**config.mk**
```make
export PLATFORM = sky130hd
export DESIGN_NAME = nibble_cpu_top
export DESIGN_NICKNAME = d
export VERILOG_FILES = /design/src/design/nibble_cpu_pkg.sv /design/src/design/alu.sv /design/src/design/cpu_core.sv /design/src/design/nibble_cpu_top.sv /design/src/design/output_port.sv /design/src/design/program_memory.sv
export SDC_FILE = /design/constraint.sdc
export NUM_CORES = 1
export LEC_CHECK = 0
export BUFFER_PORTS_ARGS = -buffer_cell sky130_fd_sc_hd__buf_2
export CAP_MARGIN = 40
export CORE_MARGIN = 4
export CORE_UTILIZATION = 40
export CTS_CLUSTER_SIZE = 30
export DETAILED_ROUTE_END_ITERATION = 16
export GPL_TIMING_DRIVEN = 0
export PLACE_DENSITY = 0.59
export SLEW_MARGIN = 20
export SYNTH_ARGS = -nofsm -noshare
export SYNTH_HDL_FRONTEND = slang
export SYNTH_SLANG_ARGS = --single-unit
```
**constraint.sdc**
```tcl
create_clock -name clk -period 4.9 [get_ports clk]
set_input_delay 0.49 -clock clk [delete_from_list [all_inputs] [get_ports clk]]
set_output_delay 0.49 -clock clk [all_outputs]
set_load 0.01 [all_outputs]
```
**src/design/nibble_cpu_pkg.sv**
```systemverilog
/*
 * nibble cpu shared definitions
 * data, operand, address and credit widths, the opcode set
 * and the constants used across the core and its output port
 */

package nibble_cpu_pkg;

  ////////////////////////////////
  // widths
  ////////////////////////////////

  // register, memory and port data
  typedef logic [7:0] data_t;
  // low half of an instruction
  typedef logic [3:0] nibble_t;
  // program counter and memory address
  typedef logic [3:0] pc_t;
  // output credit count
  typedef logic [1:0] credit_t;

  ////////////////////////////////
  // constants
  ////////////////////////////////

  localparam int unsigned PROG_DEPTH = 16;
  localparam credit_t OUT_CREDITS = 2'd2;

  // operand values naming a register for IN and OUT
  localparam nibble_t REG_A_SEL = 4'd0;
  localparam nibble_t REG_B_SEL = 4'd1;
  localparam nibble_t REG_C_SEL = 4'd2;

  // high nibble of an instruction where 12 to 15 behave as nop
  typedef enum logic [3:0] {
    OP_NOP    = 4'd0,
    OP_LDA_LO = 4'd1,
    OP_LDA_HI = 4'd2,
    OP_LDB_LO = 4'd3,
    OP_LDB_HI = 4'd4,
    OP_LDC_LO = 4'd5,
    OP_LDC_HI = 4'd6,
    OP_ADD    = 4'd7,
    OP_SUB    = 4'd8,
    OP_MUL    = 4'd9,
    OP_OUT    = 4'd10,
    OP_IN     = 4'd11
  } opcode_e;

endpackage

```
**src/design/alu.sv**
```systemverilog
/*
 * alu
 * add, subtract and multiply of registers a and b,
 * all results kept to the low byte
 */

module alu (
  input  nibble_cpu_pkg::opcode_e op,
  input  nibble_cpu_pkg::data_t   a,
  input  nibble_cpu_pkg::data_t   b,
  output nibble_cpu_pkg::data_t   result
);

  import nibble_cpu_pkg::*;

  always_comb begin
    unique case (op)
      OP_ADD: begin
        result = a + b;
      end
      OP_SUB: begin
        result = a - b;
      end
      // 8-bit context drops the upper product byte
      OP_MUL: begin
        result = a * b;
      end
      default: begin
        result = '0;
      end
    endcase
  end

endmodule

```
**src/design/cpu_core.sv**
```systemverilog
/*
 * cpu core
 * program counter, decode and the a, b, c register file
 * one instruction per cycle while run is high, holds on an
 * out with no credit left
 */

module cpu_core (
  input  logic                    clk,
  input  logic                    arst_n,
  input  logic                    run,
  input  nibble_cpu_pkg::data_t   instr,
  input  nibble_cpu_pkg::data_t   in_data,
  input  nibble_cpu_pkg::data_t   alu_result,
  input  logic                    credit_ok,
  output nibble_cpu_pkg::pc_t     pc,
  output nibble_cpu_pkg::opcode_e alu_op,
  output nibble_cpu_pkg::data_t   reg_a,
  output nibble_cpu_pkg::data_t   reg_b,
  output logic                    out_fire,
  output nibble_cpu_pkg::data_t   out_value
);

  import nibble_cpu_pkg::*;

  opcode_e opcode;
  nibble_t operand;
  data_t   reg_c;
  logic    reg_sel_ok;
  logic    is_out;
  logic    exec;

  ////////////////////////////////
  // decode
  ////////////////////////////////

  assign opcode  = opcode_e'(instr[7:4]);
  assign operand = instr[3:0];
  assign alu_op  = opcode;

  // operands 3 and up turn IN and OUT into nop
  assign reg_sel_ok = (operand == REG_A_SEL) || (operand == REG_B_SEL) ||
                      (operand == REG_C_SEL);
  assign is_out     = (opcode == OP_OUT) && reg_sel_ok;

  // stall on an out until a credit is back
  assign exec     = run && !(is_out && !credit_ok);
  assign out_fire = exec && is_out;

  always_comb begin
    unique case (operand)
      REG_A_SEL: out_value = reg_a;
      REG_B_SEL: out_value = reg_b;
      REG_C_SEL: out_value = reg_c;
      default:   out_value = '0;
    endcase
  end

  ////////////////////////////////
  // program counter
  ////////////////////////////////

  // wraps 15 to 0
  always_ff @(posedge clk or negedge arst_n) begin
    if (!arst_n) begin
      pc <= '0;
    end else if (exec) begin
      pc <= pc + pc_t'(1);
    end
  end

  ////////////////////////////////
  // register writeback
  ////////////////////////////////

  always_ff @(posedge clk or negedge arst_n) begin
    if (!arst_n) begin
      reg_a <= '0;
      reg_b <= '0;
      reg_c <= '0;
    end else if (exec) begin
      case (opcode)
        // nibble loads keep the other half
        OP_LDA_LO: reg_a[3:0] <= operand;
        OP_LDA_HI: reg_a[7:4] <= operand;
        OP_LDB_LO: reg_b[3:0] <= operand;
        OP_LDB_HI: reg_b[7:4] <= operand;
        OP_LDC_LO: reg_c[3:0] <= operand;
        OP_LDC_HI: reg_c[7:4] <= operand;
        OP_ADD, OP_SUB, OP_MUL: begin
          reg_c <= alu_result;
        end
        OP_IN: begin
          case (operand)
            REG_A_SEL: reg_a <= in_data;
            REG_B_SEL: reg_b <= in_data;
            REG_C_SEL: reg_c <= in_data;
            default: ;
          endcase
        end
        default: ;
      endcase
    end
  end

endmodule

```
**src/design/nibble_cpu_top.sv**
```systemverilog
/*
 * nibble cpu top
 * program memory, core, alu and credit based output port
 */

module nibble_cpu_top (
  input  logic                  clk,
  input  logic                  arst_n,
  input  logic                  run,
  input  logic                  prog_we,
  input  nibble_cpu_pkg::pc_t   prog_addr,
  input  nibble_cpu_pkg::data_t prog_data,
  input  nibble_cpu_pkg::data_t in_data,
  input  logic                  out_credit,
  output logic                  out_valid,
  output nibble_cpu_pkg::data_t out_data
);

  import nibble_cpu_pkg::*;

  pc_t     pc;
  data_t   instr;
  opcode_e alu_op;
  data_t   reg_a;
  data_t   reg_b;
  data_t   alu_result;
  logic    out_fire;
  data_t   out_value;
  logic    credit_ok;

  program_memory u_program_memory (
    .clk       (clk),
    .arst_n    (arst_n),
    .prog_we   (prog_we),
    .prog_addr (prog_addr),
    .prog_data (prog_data),
    .pc        (pc),
    .instr     (instr)
  );

  cpu_core u_cpu_core (
    .clk        (clk),
    .arst_n     (arst_n),
    .run        (run),
    .instr      (instr),
    .in_data    (in_data),
    .alu_result (alu_result),
    .credit_ok  (credit_ok),
    .pc         (pc),
    .alu_op     (alu_op),
    .reg_a      (reg_a),
    .reg_b      (reg_b),
    .out_fire   (out_fire),
    .out_value  (out_value)
  );

  alu u_alu (
    .op     (alu_op),
    .a      (reg_a),
    .b      (reg_b),
    .result (alu_result)
  );

  output_port u_output_port (
    .clk        (clk),
    .arst_n     (arst_n),
    .out_fire   (out_fire),
    .out_value  (out_value),
    .out_credit (out_credit),
    .credit_ok  (credit_ok),
    .out_valid  (out_valid),
    .out_data   (out_data)
  );

endmodule

```
**src/design/output_port.sv**
```systemverilog
/*
 * output port
 * credit counter for the output stream and the registered
 * valid and data seen by the consumer
 */

module output_port (
  input  logic                  clk,
  input  logic                  arst_n,
  input  logic                  out_fire,
  input  nibble_cpu_pkg::data_t out_value,
  input  logic                  out_credit,
  output logic                  credit_ok,
  output logic                  out_valid,
  output nibble_cpu_pkg::data_t out_data
);

  import nibble_cpu_pkg::*;

  credit_t credits;

  // send and return in the same cycle cancel out
  always_ff @(posedge clk or negedge arst_n) begin
    if (!arst_n) begin
      credits <= OUT_CREDITS;
    end else begin
      case ({out_fire, out_credit})
        2'b10:   credits <= credits - credit_t'(1);
        2'b01:   credits <= credits + credit_t'(1);
        default: credits <= credits;
      endcase
    end
  end

  assign credit_ok = (credits != '0);

  // one cycle pulse per executed out
  always_ff @(posedge clk or negedge arst_n) begin
    if (!arst_n) begin
      out_valid <= 1'b0;
      out_data  <= '0;
    end else begin
      out_valid <= out_fire;
      if (out_fire) begin
        out_data <= out_value;
      end
    end
  end

endmodule

```
**src/design/program_memory.sv**
```systemverilog
/*
 * program memory
 * sixteen instruction bytes held in flops, loaded through an
 * external write port while the cpu is stopped, read
 * combinationally at the program counter
 */

module program_memory (
  input  logic                  clk,
  input  logic                  arst_n,
  input  logic                  prog_we,
  input  nibble_cpu_pkg::pc_t   prog_addr,
  input  nibble_cpu_pkg::data_t prog_data,
  input  nibble_cpu_pkg::pc_t   pc,
  output nibble_cpu_pkg::data_t instr
);

  import nibble_cpu_pkg::*;

  data_t mem [PROG_DEPTH];

  // external load port clears to all nop on reset
  always_ff @(posedge clk or negedge arst_n) begin
    if (!arst_n) begin
      for (int i = 0; i < PROG_DEPTH; i++) begin
        mem[i] <= '0;
      end
    end else if (prog_we) begin
      mem[prog_addr] <= prog_data;
    end
  end

  // instruction fetch with no read latency
  assign instr = mem[pc];

endmodule

```
### Yosys cells after proc, flatten, opt, wreduce, memory -nomap -nowiden

Cells that the tools add are included.

| word-level totals | value |
|---|---|
| word-level logic and storage cells | 98 |
| register bits | 167 |
| input bits | 25 |
| output and inout port bits | 9 |

| cells by class | value |
|---|---|
| multipliers | 1 |
| $add $sub $neg | 5 |
| reduce and logical (&&, ||, !) cells | 25 |
| order comparisons | 3 |
| multiplexer cells | 18 |
| equality and inequality tests | 18 |
| bitwise operators | 2 |

Operators by type and width:

| cell | count |
|---|---|
| bitwise mux 128 bit | 1 |
| two-way mux 8 bit | 6 |
| one-hot mux 8 bit (3 select lines) | 2 |
| binary-select mux 8 bit (select 4 bit) | 1 |
| demux 8 bit (select 4 bit) | 1 |
| one-hot mux 4 bit (2 select lines) | 4 |
| one-hot mux 4 bit (3 select lines) | 2 |
| AND reduction 3 bit | 6 |
| equality test 4 x 3 -> 1 bit, second input constant | 4 |
| equality test 4 bit, second input constant | 4 |
| equality test 4 x 2 -> 1 bit, second input constant | 3 |
| nonzero test 2 bit | 6 |
| >= comparator 5 bit, second input constant | 2 |
| NOT 4 -> 5 bit | 2 |
| adder 8 bit | 1 |
| equality test 4 x 1 -> 1 bit, second input constant | 2 |
| multiplier 8 x 8 -> 8 bit | 1 |
| subtractor 8 bit | 1 |
| inequality test 2 x 1 -> 1 bit, second input constant | 3 |
| nonzero test 3 bit | 2 |
| logical AND 1 bit | 5 |
| < comparator 5 x 1 -> 1 bit, second input constant | 1 |
| adder 4 x 1 -> 4 bit, second input constant | 1 |
| zero test 4 bit | 1 |
| 8 further kinds | 10 |

### Depth between registers and ports, before layout

Gate-level depths: netlist (run 1).

| logic depth | value |
|---|---|
| depth in word-level cells | 14 |
| depth in mapped cells | 18 |
| depth with buffers taken out | 17 |

### Hierarchy

Synthesis (run 1) repeated with hierarchy kept, for this count alone.

| second synthesis, totals | value |
|---|---|
| cell total of the unflattened synthesis | 764 |
| area total of the unflattened synthesis | 9630.5 µm² |

Modules (own cells, without submodules):

| module | cells each | sequential area each (µm²) | area each (µm²) | times used |
|---|---|---|---|---|
| program_memory | 365 | 3203.1 | 5915.7 | 1 |
| cpu_core | 180 | 700.7 | 1786.7 | 1 |
| alu | 192 | 0.0 | 1467.7 | 1 |
| output_port | 27 | 276.5 | 460.4 | 1 |

### Worst setup path after synthesis (run 1)

OpenSTA, ideal clock, no wires.

| path | value |
|---|---|
| kind | register to register |
| start point | register u_cpu_core.reg_b[4] |
| end point | register u_cpu_core.reg_c[7] |
| arrival | 3.819 ns |
| buffers on the path | 1 |
| stages on the path, launching flop included | 16 |
| data required time | 4.812 ns |
| path slack | 0.993 ns |
| clock period less this slack | 3.907 ns |
| setup time | 0.088 ns |
| cells stage by stage | dfrtp_1 -> clkbuf_1 -> and2_1 -> fa_1 -> fa_1 -> ha_1 -> inv_1 -> fa_1 -> inv_1 -> ha_1 -> a21o_1 -> a21oi_1 -> xnor2_1 -> xnor2_1 -> o311a_1 -> a41oi_1 |

| on the way | value |
|---|---|
| cells in the longest elaborated chain, start to end | 3 |
| elaborated cells on any way between the ends | 5 |
| those cells by class | add/sub (2); mul (1); mux (2) |

Ends and longest elaborated chain:

| what | line | text |
|---|---|---|
| from (decl) | cpu_core.sv:19 | `output nibble_cpu_pkg::data_t reg_b,` |
| from (signal assigned) | cpu_core.sv:87 | `OP_LDB_HI: reg_b[7:4] <= operand;` |
| from (signal assigned) | cpu_core.sv:96 | `REG_B_SEL: reg_b <= in_data;` |
| multiplier 8 x 8 -> 8 bit, or another cell as far along | alu.sv:26 | `result = a * b;` |
| one-hot mux 8 bit (3 select lines) (*) | alu.sv:17 | `unique case (op)` |
| one-hot mux 4 bit (3 select lines) (*) | cpu_core.sv:82 | `case (opcode)` |
| to (signal assigned) | cpu_core.sv:89 | `OP_LDC_HI: reg_c[7:4] <= operand;` |
| to (signal assigned) | cpu_core.sv:91 | `reg_c <= alu_result;` |
| to (signal assigned) | cpu_core.sv:97 | `REG_C_SEL: reg_c <= in_data;` |
| to (decl) | cpu_core.sv:28 | `data_t reg_c;` |

Every way passes the cells marked *; elsewhere a longest branch is shown, timed or not.
A chain may end at the register's enable or synchronous reset.

### Worst setup path in the final report (run 1)

| path | value |
|---|---|
| start point | register u_cpu_core.pc[2] |
| end point | register u_cpu_core.reg_c[6] |

| on the way | value |
|---|---|
| cells in the longest elaborated chain, start to end | 12 |
| elaborated cells on any way between the ends | 25 |
| those cells by class | eq/ne (9); mux (5); bitwise (1); reduce/logical (10) |

Ends and longest elaborated chain:

| what | line | text |
|---|---|---|
| from (decl) | cpu_core.sv:16 | `output nibble_cpu_pkg::pc_t pc,` |
| from (signal assigned) | cpu_core.sv:68 | `pc <= pc + pc_t'(1);` |
| NOT 4 -> 5 bit (implied by the code) (*) | program_memory.sv:34 | `assign instr = mem[pc];` |
| binary-select mux 8 bit (select 4 bit) (*) | program_memory.sv:34 |  |
| two-way mux 8 bit (implied by the code) (*) (2 in a row) | program_memory.sv:34 |  |
| equality test 4 x 1 -> 1 bit or zero test 4 bit (tied branches) | cpu_core.sv:42 | `assign reg_sel_ok = (operand == REG_A_SEL) \|\| (operand == REG_B_SEL) \|\|` |
| logical OR 1 bit (2 in a row) | cpu_core.sv:42 |  |
| logical AND 1 bit | cpu_core.sv:44 | `assign is_out = (opcode == OP_OUT) && reg_sel_ok;` |
| logical AND 1 bit | cpu_core.sv:47 | `assign exec = run && !(is_out && !credit_ok);` |
| zero test 1 bit | cpu_core.sv:47 |  |
| logical AND 1 bit | cpu_core.sv:47 |  |
| AND reduction 3 bit (no line) | n/a |  |

Every way passes the cells marked *; elsewhere a longest branch is shown, timed or not. The select of a mux whose other input is x is not followed.

==> results of run 1 <==
layout make-up:
type / count / area (sq um)
fillers: 2115 / 12200
multi-input cells: 516 / 4940
flip-flops and latches: 167 / 4180
clock buffers: 17 / 425
well taps: 313 / 392
repair buffers: 42 / 278
plain buffers: 39 / 198
clock inverters: 15 / 176
inverters: 35 / 131
how the worst max path moves through the flow:
stage          depth (start not counted)                  end  slack [ns]           startpoint
6_report                              16  u_cpu_core.reg_c[6]        0.40     u_cpu_core.pc[2]
5_1_grt                               16  u_cpu_core.reg_c[6]         0.1     u_cpu_core.pc[2]
4_1_cts                               16  u_cpu_core.reg_c[6]        0.38     u_cpu_core.pc[2]
3_5_place_dp                          16  u_cpu_core.reg_c[6]        0.40     u_cpu_core.pc[2]
3_3_place_gp                          16  u_cpu_core.reg_c[6]        0.37     u_cpu_core.pc[2]
2_1_floorplan                         15  u_cpu_core.reg_c[7]        0.99  u_cpu_core.reg_b[4]
layer usage:
layer / vias up / GRT usage [%] / wire, um
met5: - / 0 / 0
met3: 24 / 4.57 / 1160
met2: 149 / 28.5 / 10700
li1: 2820 / - / -
met1: 3164 / 26.7 / 11000
met4: 0 / 3.73 / 278
cells in the mapped netlist (all sizes together) (4+ instances only):
master,n
nor2,32
clkbuf,24
dfrtp,166
xnor2,24
mux2,153
inv,35
fa,13
nor2b,7
mux4,32
a22oi,13
mux2i,8
o211ai,5
nor4,4
o21ai,10
or3,4
o2bb2ai,8
xor2,9
ha,27
buf,15
nand3,12
and2,20
nand2,76
nand2b,9
a21oi,9
nand4,6
and4,4
nor3,6
a211oi,4
worst reg2reg max path, stage by stage, from the launching register on:
cell	delay, ns
dfrtp_1	0.32
buf_2	0.21
buf_2	0.32
buf_2	0.37
mux4_2	0.37
nand2_1	0.14
nand4_4	0.21
nor4_4	0.48
mux2_2	0.43
fa_1	0.43
nor2b_1	0.12
o21ai_0	0.11
a21oi_1	0.20
o21a_1	0.15
nor3_1	0.04
o311ai_1	0.35
mux2_1	0.19
flip-flops by register name, indices dropped and copies added, names as in the netlist:
signal                   cells
u_output_port.out_valid      1
u_cpu_core.pc                4
u_cpu_core.reg_b             8
u_output_port.out_data       8
u_output_port.credits        2
u_cpu_core.reg_a             8
u_program_memory.mem       128
u_cpu_core.reg_c             8
where the power goes:
part	switching, mW	internal, mW	leakage (nW)
combinational	2.36	1.89	2.27
sequential	0.256	1.76	2.06
clock	0.638	0.732	0.298
total	3.26	4.38	4.63
cells by family (layout without fill, tap and decap cells):
kind of cell	count (synthesis)	in the layout	share of synthesized area, %
muxes	193	193	26.9
buffers and inverters	74	148	3.49
AOI/OAI and AO/OA	64	64	5.49
xor gates and xnor gates	33	33	3.06
DFF	167	167	44.3
adders and majority gates	40	40	6.34
and+or+nand+nor	186	186	10.4
stage by stage:
step	hold slack (ns)	std cells	total power, mW	cell area (sq um)	utilization [%]
floorplan	0.194	757	5.23	9440	-
global placement	0.460	1103	6.27	10000	43.6
finish	0.0766	1144	7.63	10700	46.8
CTS	0.0952	1143	7.71	10700	46.7
detailed placement	0.465	1111	6.32	10100	44.1
global route	0.124	1144	8.21	10700	46.8
==> results.md, run 1 <==
- CP required: about 5.3 ns
- Slew Limit Fails: 0
- Syn_nets: between 800 and 900
- Fraction of layout cells with a size suffix above 1: roughly a third
- Seq cells post-synth: 167
- CTS Buf Count: 17
- Setup crit end kind: flop
- Worst path bufs/invs: 3
- Delay-heaviest family, CP: multiplexers
- R2r setup slk: about 0.4 ns
- Worst VDD drop: about 290 uV
- Most common cell after layout, fill and taps aside: dfrtp_1
- Total GRT Usage: 18.4%
- Synth-to-Final Area Change: 13.5%
- Critical path peak fanout: 10
- Rows: 55
- DR WL/cell: around 20 um
- CP cell instances: buf_2 > buf_2 > buf_2 > mux4_2 > nand2_1 > nand4_4 > nor4_4 > mux2_2 > fa_1 > nor2b_1 > o21ai_0 > a21oi_1 > o21a_1 > nor3_1 > o311ai_1 > mux2_1
- DRC violations left: 0
- Setup total negative slack: 0 ns
- Layout Skew: 0.0181 ns
- Largest net degree at the start of global routing: 89
- Die X: 162 um
- Unrepaired setup endpoints after global routing: no
- Dominant synthesized flop cell: dfrtp_1
- Initial DRT Pass Iterations: 5
- Total inserted antenna cells: 0
- WL final: between 20000 and 25000 um
- P per Cell Area: 712 nW/um^2
- Leakage: ~4.6 nW
- Initial Util: about two fifths
- Most frequent cells in the layout: dfrtp_1, mux2_2, nand2_1, buf_2, inv_1
- Post-CTS setup buffer count: 0
- Post-Syn Area: 9440 sq um
- Post-synth cell types: 62
- Post-detail-place hpwl: between 15000 and 20000 um
- Reg clk slew, reported paths: ~0.080 ns
- Antenna Nets Post-Route: 0
- First-pass GRT wire length: around 37000 um
- Yosys top cell by area: dfrtp_1
- Critical Path AT: approximately 4.9 ns
- Worst min-delay path category: in2async
- Via density: ~5.4
- Post-Syn Area per Cell: approximately 12 sq um
- Category of the most critical setup path: reg2reg
- CTS sink count: between 150 and 200
- Top-area cell type share of the netlist area: 44.0%
- Hold_buf cts: 0
- Clock period minus worst slack: ~4.5 ns
- Syn Inst Count: roughly 760
- Async S/R FF share, synth: 100%
- Yosys Warn Count: 0
- EDFF count, synth: 0
- IO Count: 34
- Slowest-stage cell, CP: nor4_4
- Worst path max stage delay: ~0.48 ns
- GR Overflow Total: 0
- Worst-Skew Late Latency: about 0.44 ns
- Fin. Hold Viols: 0
- Die Y: roughly 160 um
- Clk root buf: clkbuf_16
- Post-CTS sizing: 0
- Number of DRC markers in iteration 0: slightly above 400
- IO Port Bufs: 33
- Relative slew margins: a little over two fifths
- Sequential-to-total area share from yosys stat: between 40% and 50%
- Core area: 22900 sq um
- Number of antenna violations at the first check in global routing: 0
- Slew @ Worst Pin: approximately 0.85 ns
- Reg2Reg Launch Point: u_cpu_core.pc[2]
- Max clock buf depth: 2
- Fin crit share: a little over 90%
- Status: finished clean
- Worst r2r path cells: 16
- Top cell by count, worst path: buf_2
- Fmax achieved: around 220 MHz
- MaxCap Viol Count: 0
- Final Setup Violations: 0
- Place WS: 0.404 ns
- Final WS setup: ~0.40 ns
- Nets: around 880
- H-tree Lvls: 4
- Worst reg2reg endpoint: u_cpu_core.reg_c[6]
- CTS tree: yes
- Top post-synthesis cells by area: dfrtp_1, mux2_2, mux4_2, ha_1, nand2_1
- Total number of vias: 6157
- Number of global-route vias before repair: between 6000 and 7000
- RePlAce Congestion: between 0.8 and 0.9
- DIE AREA: 26100 sq um
- Startpoint Class: flop
Power figures use the tool's default switching activity.
==> run 2: changes to the inputs <==
--- a/config.mk
+++ b/config.mk
@@ -12,8 +12,10 @@
 export CTS_CLUSTER_SIZE = 30
 export DETAILED_ROUTE_END_ITERATION = 16
 export GPL_TIMING_DRIVEN = 0
-export PLACE_DENSITY = 0.59
+export PLACE_DENSITY = 0.61
+export SETUP_SLACK_MARGIN = 0.5
 export SLEW_MARGIN = 20
 export SYNTH_ARGS = -nofsm -noshare
 export SYNTH_HDL_FRONTEND = slang
 export SYNTH_SLANG_ARGS = --single-unit
+export TNS_END_PERCENT = 30
==> constraint.sdc (replaced) <==
create_clock -name clk -period 3.9 [get_ports clk]
set_input_delay 0.39 -clock clk [delete_from_list [all_inputs] [get_ports clk]]
set_output_delay 0.39 -clock clk [all_outputs]
set_load 0.01 [all_outputs]
==> run 2 against run 1 <==
Net effect: register-to-register slack worse by 0.31 ns; die area did not move; worst hold slack improved by 0.20 ns; largest power group unchanged; highest routed layer unchanged; critical endpoint is now u_cpu_core.reg_c[7]; routed wire length increased by 1.1%; utilization is 2.5 points higher; sequential power rose by 27%; maximum frequency is 18% higher; sequential cell count did not move; combinational power is 56% higher; first-iteration DRC count rose by 7.5%.
==> results.md, run 2 (same netlist as run 1, synthesis figures left out) <==
- Sequential fraction of design power: roughly a quarter
- Fin crit share: between 90% and 100%
- Initial DRT Pass Iterations: 4
- DIE AREA: approximately 26000 sq um
- Met1 WL: about 11000 um
- CP required: between 4 and 5 ns
- Post-DP Area: approximately 10000 sq um
- Worst-Skew Late Latency: ~0.44 ns
- GR Overflow Total: 0
- IO Port Bufs: 33
- DR WL/cell: 19.9 um
- Worst VDD drop: around 470 uV
- Layout Skew: between 0.015 and 0.02 ns
- CP cell instances: and2_4 > fa_2 > inv_2 > fa_1 > fa_1 > fa_2 > inv_2 > ha_4 > a21oi_4 > xnor2_2 > xnor2_2 > o311a_1 > a41oi_2
- First-pass GRT wire length: around 38000 um
- Worst min-delay path category: in2reg
- Fmax achieved: 263 MHz
- Worst path max stage delay: ~0.55 ns
- P per Cell Area: between 900 and 1000 nW/um^2
- FF+latch area: between 4000 and 5000 sq um
- Final WS setup: around 0.095 ns
- Fraction of layout cells with a size suffix above 1: between 40 and 50%
- Die Y: roughly 160 um
- Max clock buf depth: 2
- Rows: between 50 and 60
- Category of the most critical setup path: reg2reg
- Post-detail-place hpwl: roughly 16000 um
- Core area: roughly 23000 sq um
- Setup crit end kind: flop
- Status: finished clean
- Clock network fraction of design power: between 10% and 20%
- RePlAce Congestion: 0.876
- H-tree Lvls: 4
- Number of antenna violations at the first check in global routing: 0
- Combinational Power Share: 61.3%
- Slew @ Worst Pin: approximately 0.84 ns
- MaxCap Viol Count: 0
- Most common cell after layout, fill and taps aside: dfrtp_1
- Met2 routed WL: around 11000 um
- Fin. Hold Viols: 0
- Startpoint Class: flop
- Max FFs per register: roughly 130
- Synth-to-Final Area Change: 19.7%
- Biggest register: u_program_memory.mem
- Critical path peak fanout: 9
- Relative slew margins: 43.8%
- Nets: 914
- Int Power: ~6.3 mW
- Clock period minus worst slack: 3.81 ns
- Clk root buf: clkbuf_16
- Unrepaired setup endpoints after global routing: yes
- Uppermost layer routed: met4
- Final Setup Violations: 0
- CTS tree: yes
- IO Count: 34
- Place WS: -0.665 ns
- DRC violations left: 0
- Sw Share: 41.7%
- CTS sink count: around 170
- Total number of vias: about 6300
- Die X: 162 um
- Met3 routed WL: approximately 1200 um
- Reg clk slew, reported paths: about 0.07 ns
- Critical Path AT: around 4.2 ns
- FILL cells: approximately 2100
- Number of global-route vias before repair: approximately 6600
- Largest net degree at the start of global routing: between 90 and 100
- P_sw: about 4.5 mW
- Area of the multi-input gates: roughly 5200 sq um
- WL final: around 23000 um
- Initial Util: 41.2%
- Design area: about 11000 sq um
- Number of DRC markers in iteration 0: about 450
- Antenna Nets Post-Route: 0
- Total GRT Usage: between 10% and 20%
- Leakage: between 4 and 5 nW
- Most frequent cells in the layout: dfrtp_1, mux2_2, nand2_1, buf_2, buf_4
- Slew Limit Fails: 0
- Via density: ~5.4
- CTS Buf Count: 17
- Slowest-stage cell, CP: fa_2
-- run 2: cell count changes in the layout (fill, tap and decap cells not counted), sizes merged --
cell	delta
diode	+1
buf	+32
dlygate4sd3	+1
clkinv	-2
inv	+1
bufinv	-1
clkinvlp	+1
clkbuf	-1
-- run 2: path summary, 6_finish.rpt --
check / startpoint / to / slack (ns) / cells past startpoint
max in group asynchronous: arst_n / u_program_memory.mem[123] / 2.54 / 3
worst max-delay path: u_cpu_core.reg_a[1] / u_cpu_core.reg_c[7] / 0.09 / 13
worst min-delay path: prog_data[3] / u_program_memory.mem[43] / 0.28 / 2
worst max register to register: u_cpu_core.reg_a[1] / u_cpu_core.reg_c[7] / 0.09 / 13
worst min register to register: u_output_port.out_data[3] / u_output_port.out_data[3] / 0.47 / 2
min in group asynchronous: arst_n / u_output_port.credits[0] / 0.50 / 2
-- run 2: final cells by class --
type | instances | share of cell area, %
clock buffers | 18 | 3.89
inverters | 35 | 1.16
flip-flops and latches | 167 | 37.1
diodes | 1 | 0.0222
repair buffers | 73 | 4.97
multi-input cells | 516 | 45.7
well taps | 313 | 3.47
plain buffers | 39 | 2.55
clock inverters | 14 | 1.16
-- run 2: critical path, delay by kind of cell, from the launching register on --
family,cells,cell delay [ns]
flops,1,0.50
simple gates,1,0.18
xor+xnor,2,0.31
compound gates,3,0.54
fa+ha+maj,5,2.10
buf+inv,2,0.10
-- run 2: through the flow --
stage / instances / total power, mW / utilization (%) / setup TNS [ns] / hold slack [ns]
after floorplan: 757 / 6.80 / - / 0 / 0.0944
after global placement: 1103 / 8.12 / 44.1 / -55.61 / 0.460
after detailed placement: 1111 / 8.20 / 44.6 / -2.69 / 0.395
after CTS: 1163 / 10.5 / 48.4 / 0 / 0.270
after global routing: 1175 / 11.6 / 49.3 / -0.105 / 0.279
final: 1176 / 10.8 / 49.3 / 0 / 0.278
-- run 2: what timing repair did --
item                       in CTS  in global routing
gates cloned                    1                  0
hold buffers                    1                  0
setup endpoints to repair      19                 16
setup buffers                  18                 12
gates resized for setup        45                 35
hold endpoints to repair       71                  0
pin swaps                      31                 40
-- run 2: power by group through the flow --
stage | sequential [mW] | combinational [mW] | clock (mW)
6_report | 2.55 | 6.64 | 1.64
3_5_place_dp | 2.57 | 5.63 | 0
4_1_cts | 2.54 | 6.27 | 1.67
3_3_place_gp | 2.55 | 5.56 | 0
2_1_floorplan | 2.46 | 4.35 | 0
5_1_grt | 2.60 | 7.26 | 1.76
-- run 2: per-layer routing --
layer	GRT usage, %	up-vias
li1	-	2896
met1	26.3	3256
met2	30.1	147
met3	3.80	20
met4	4.19	0
met5	0	-
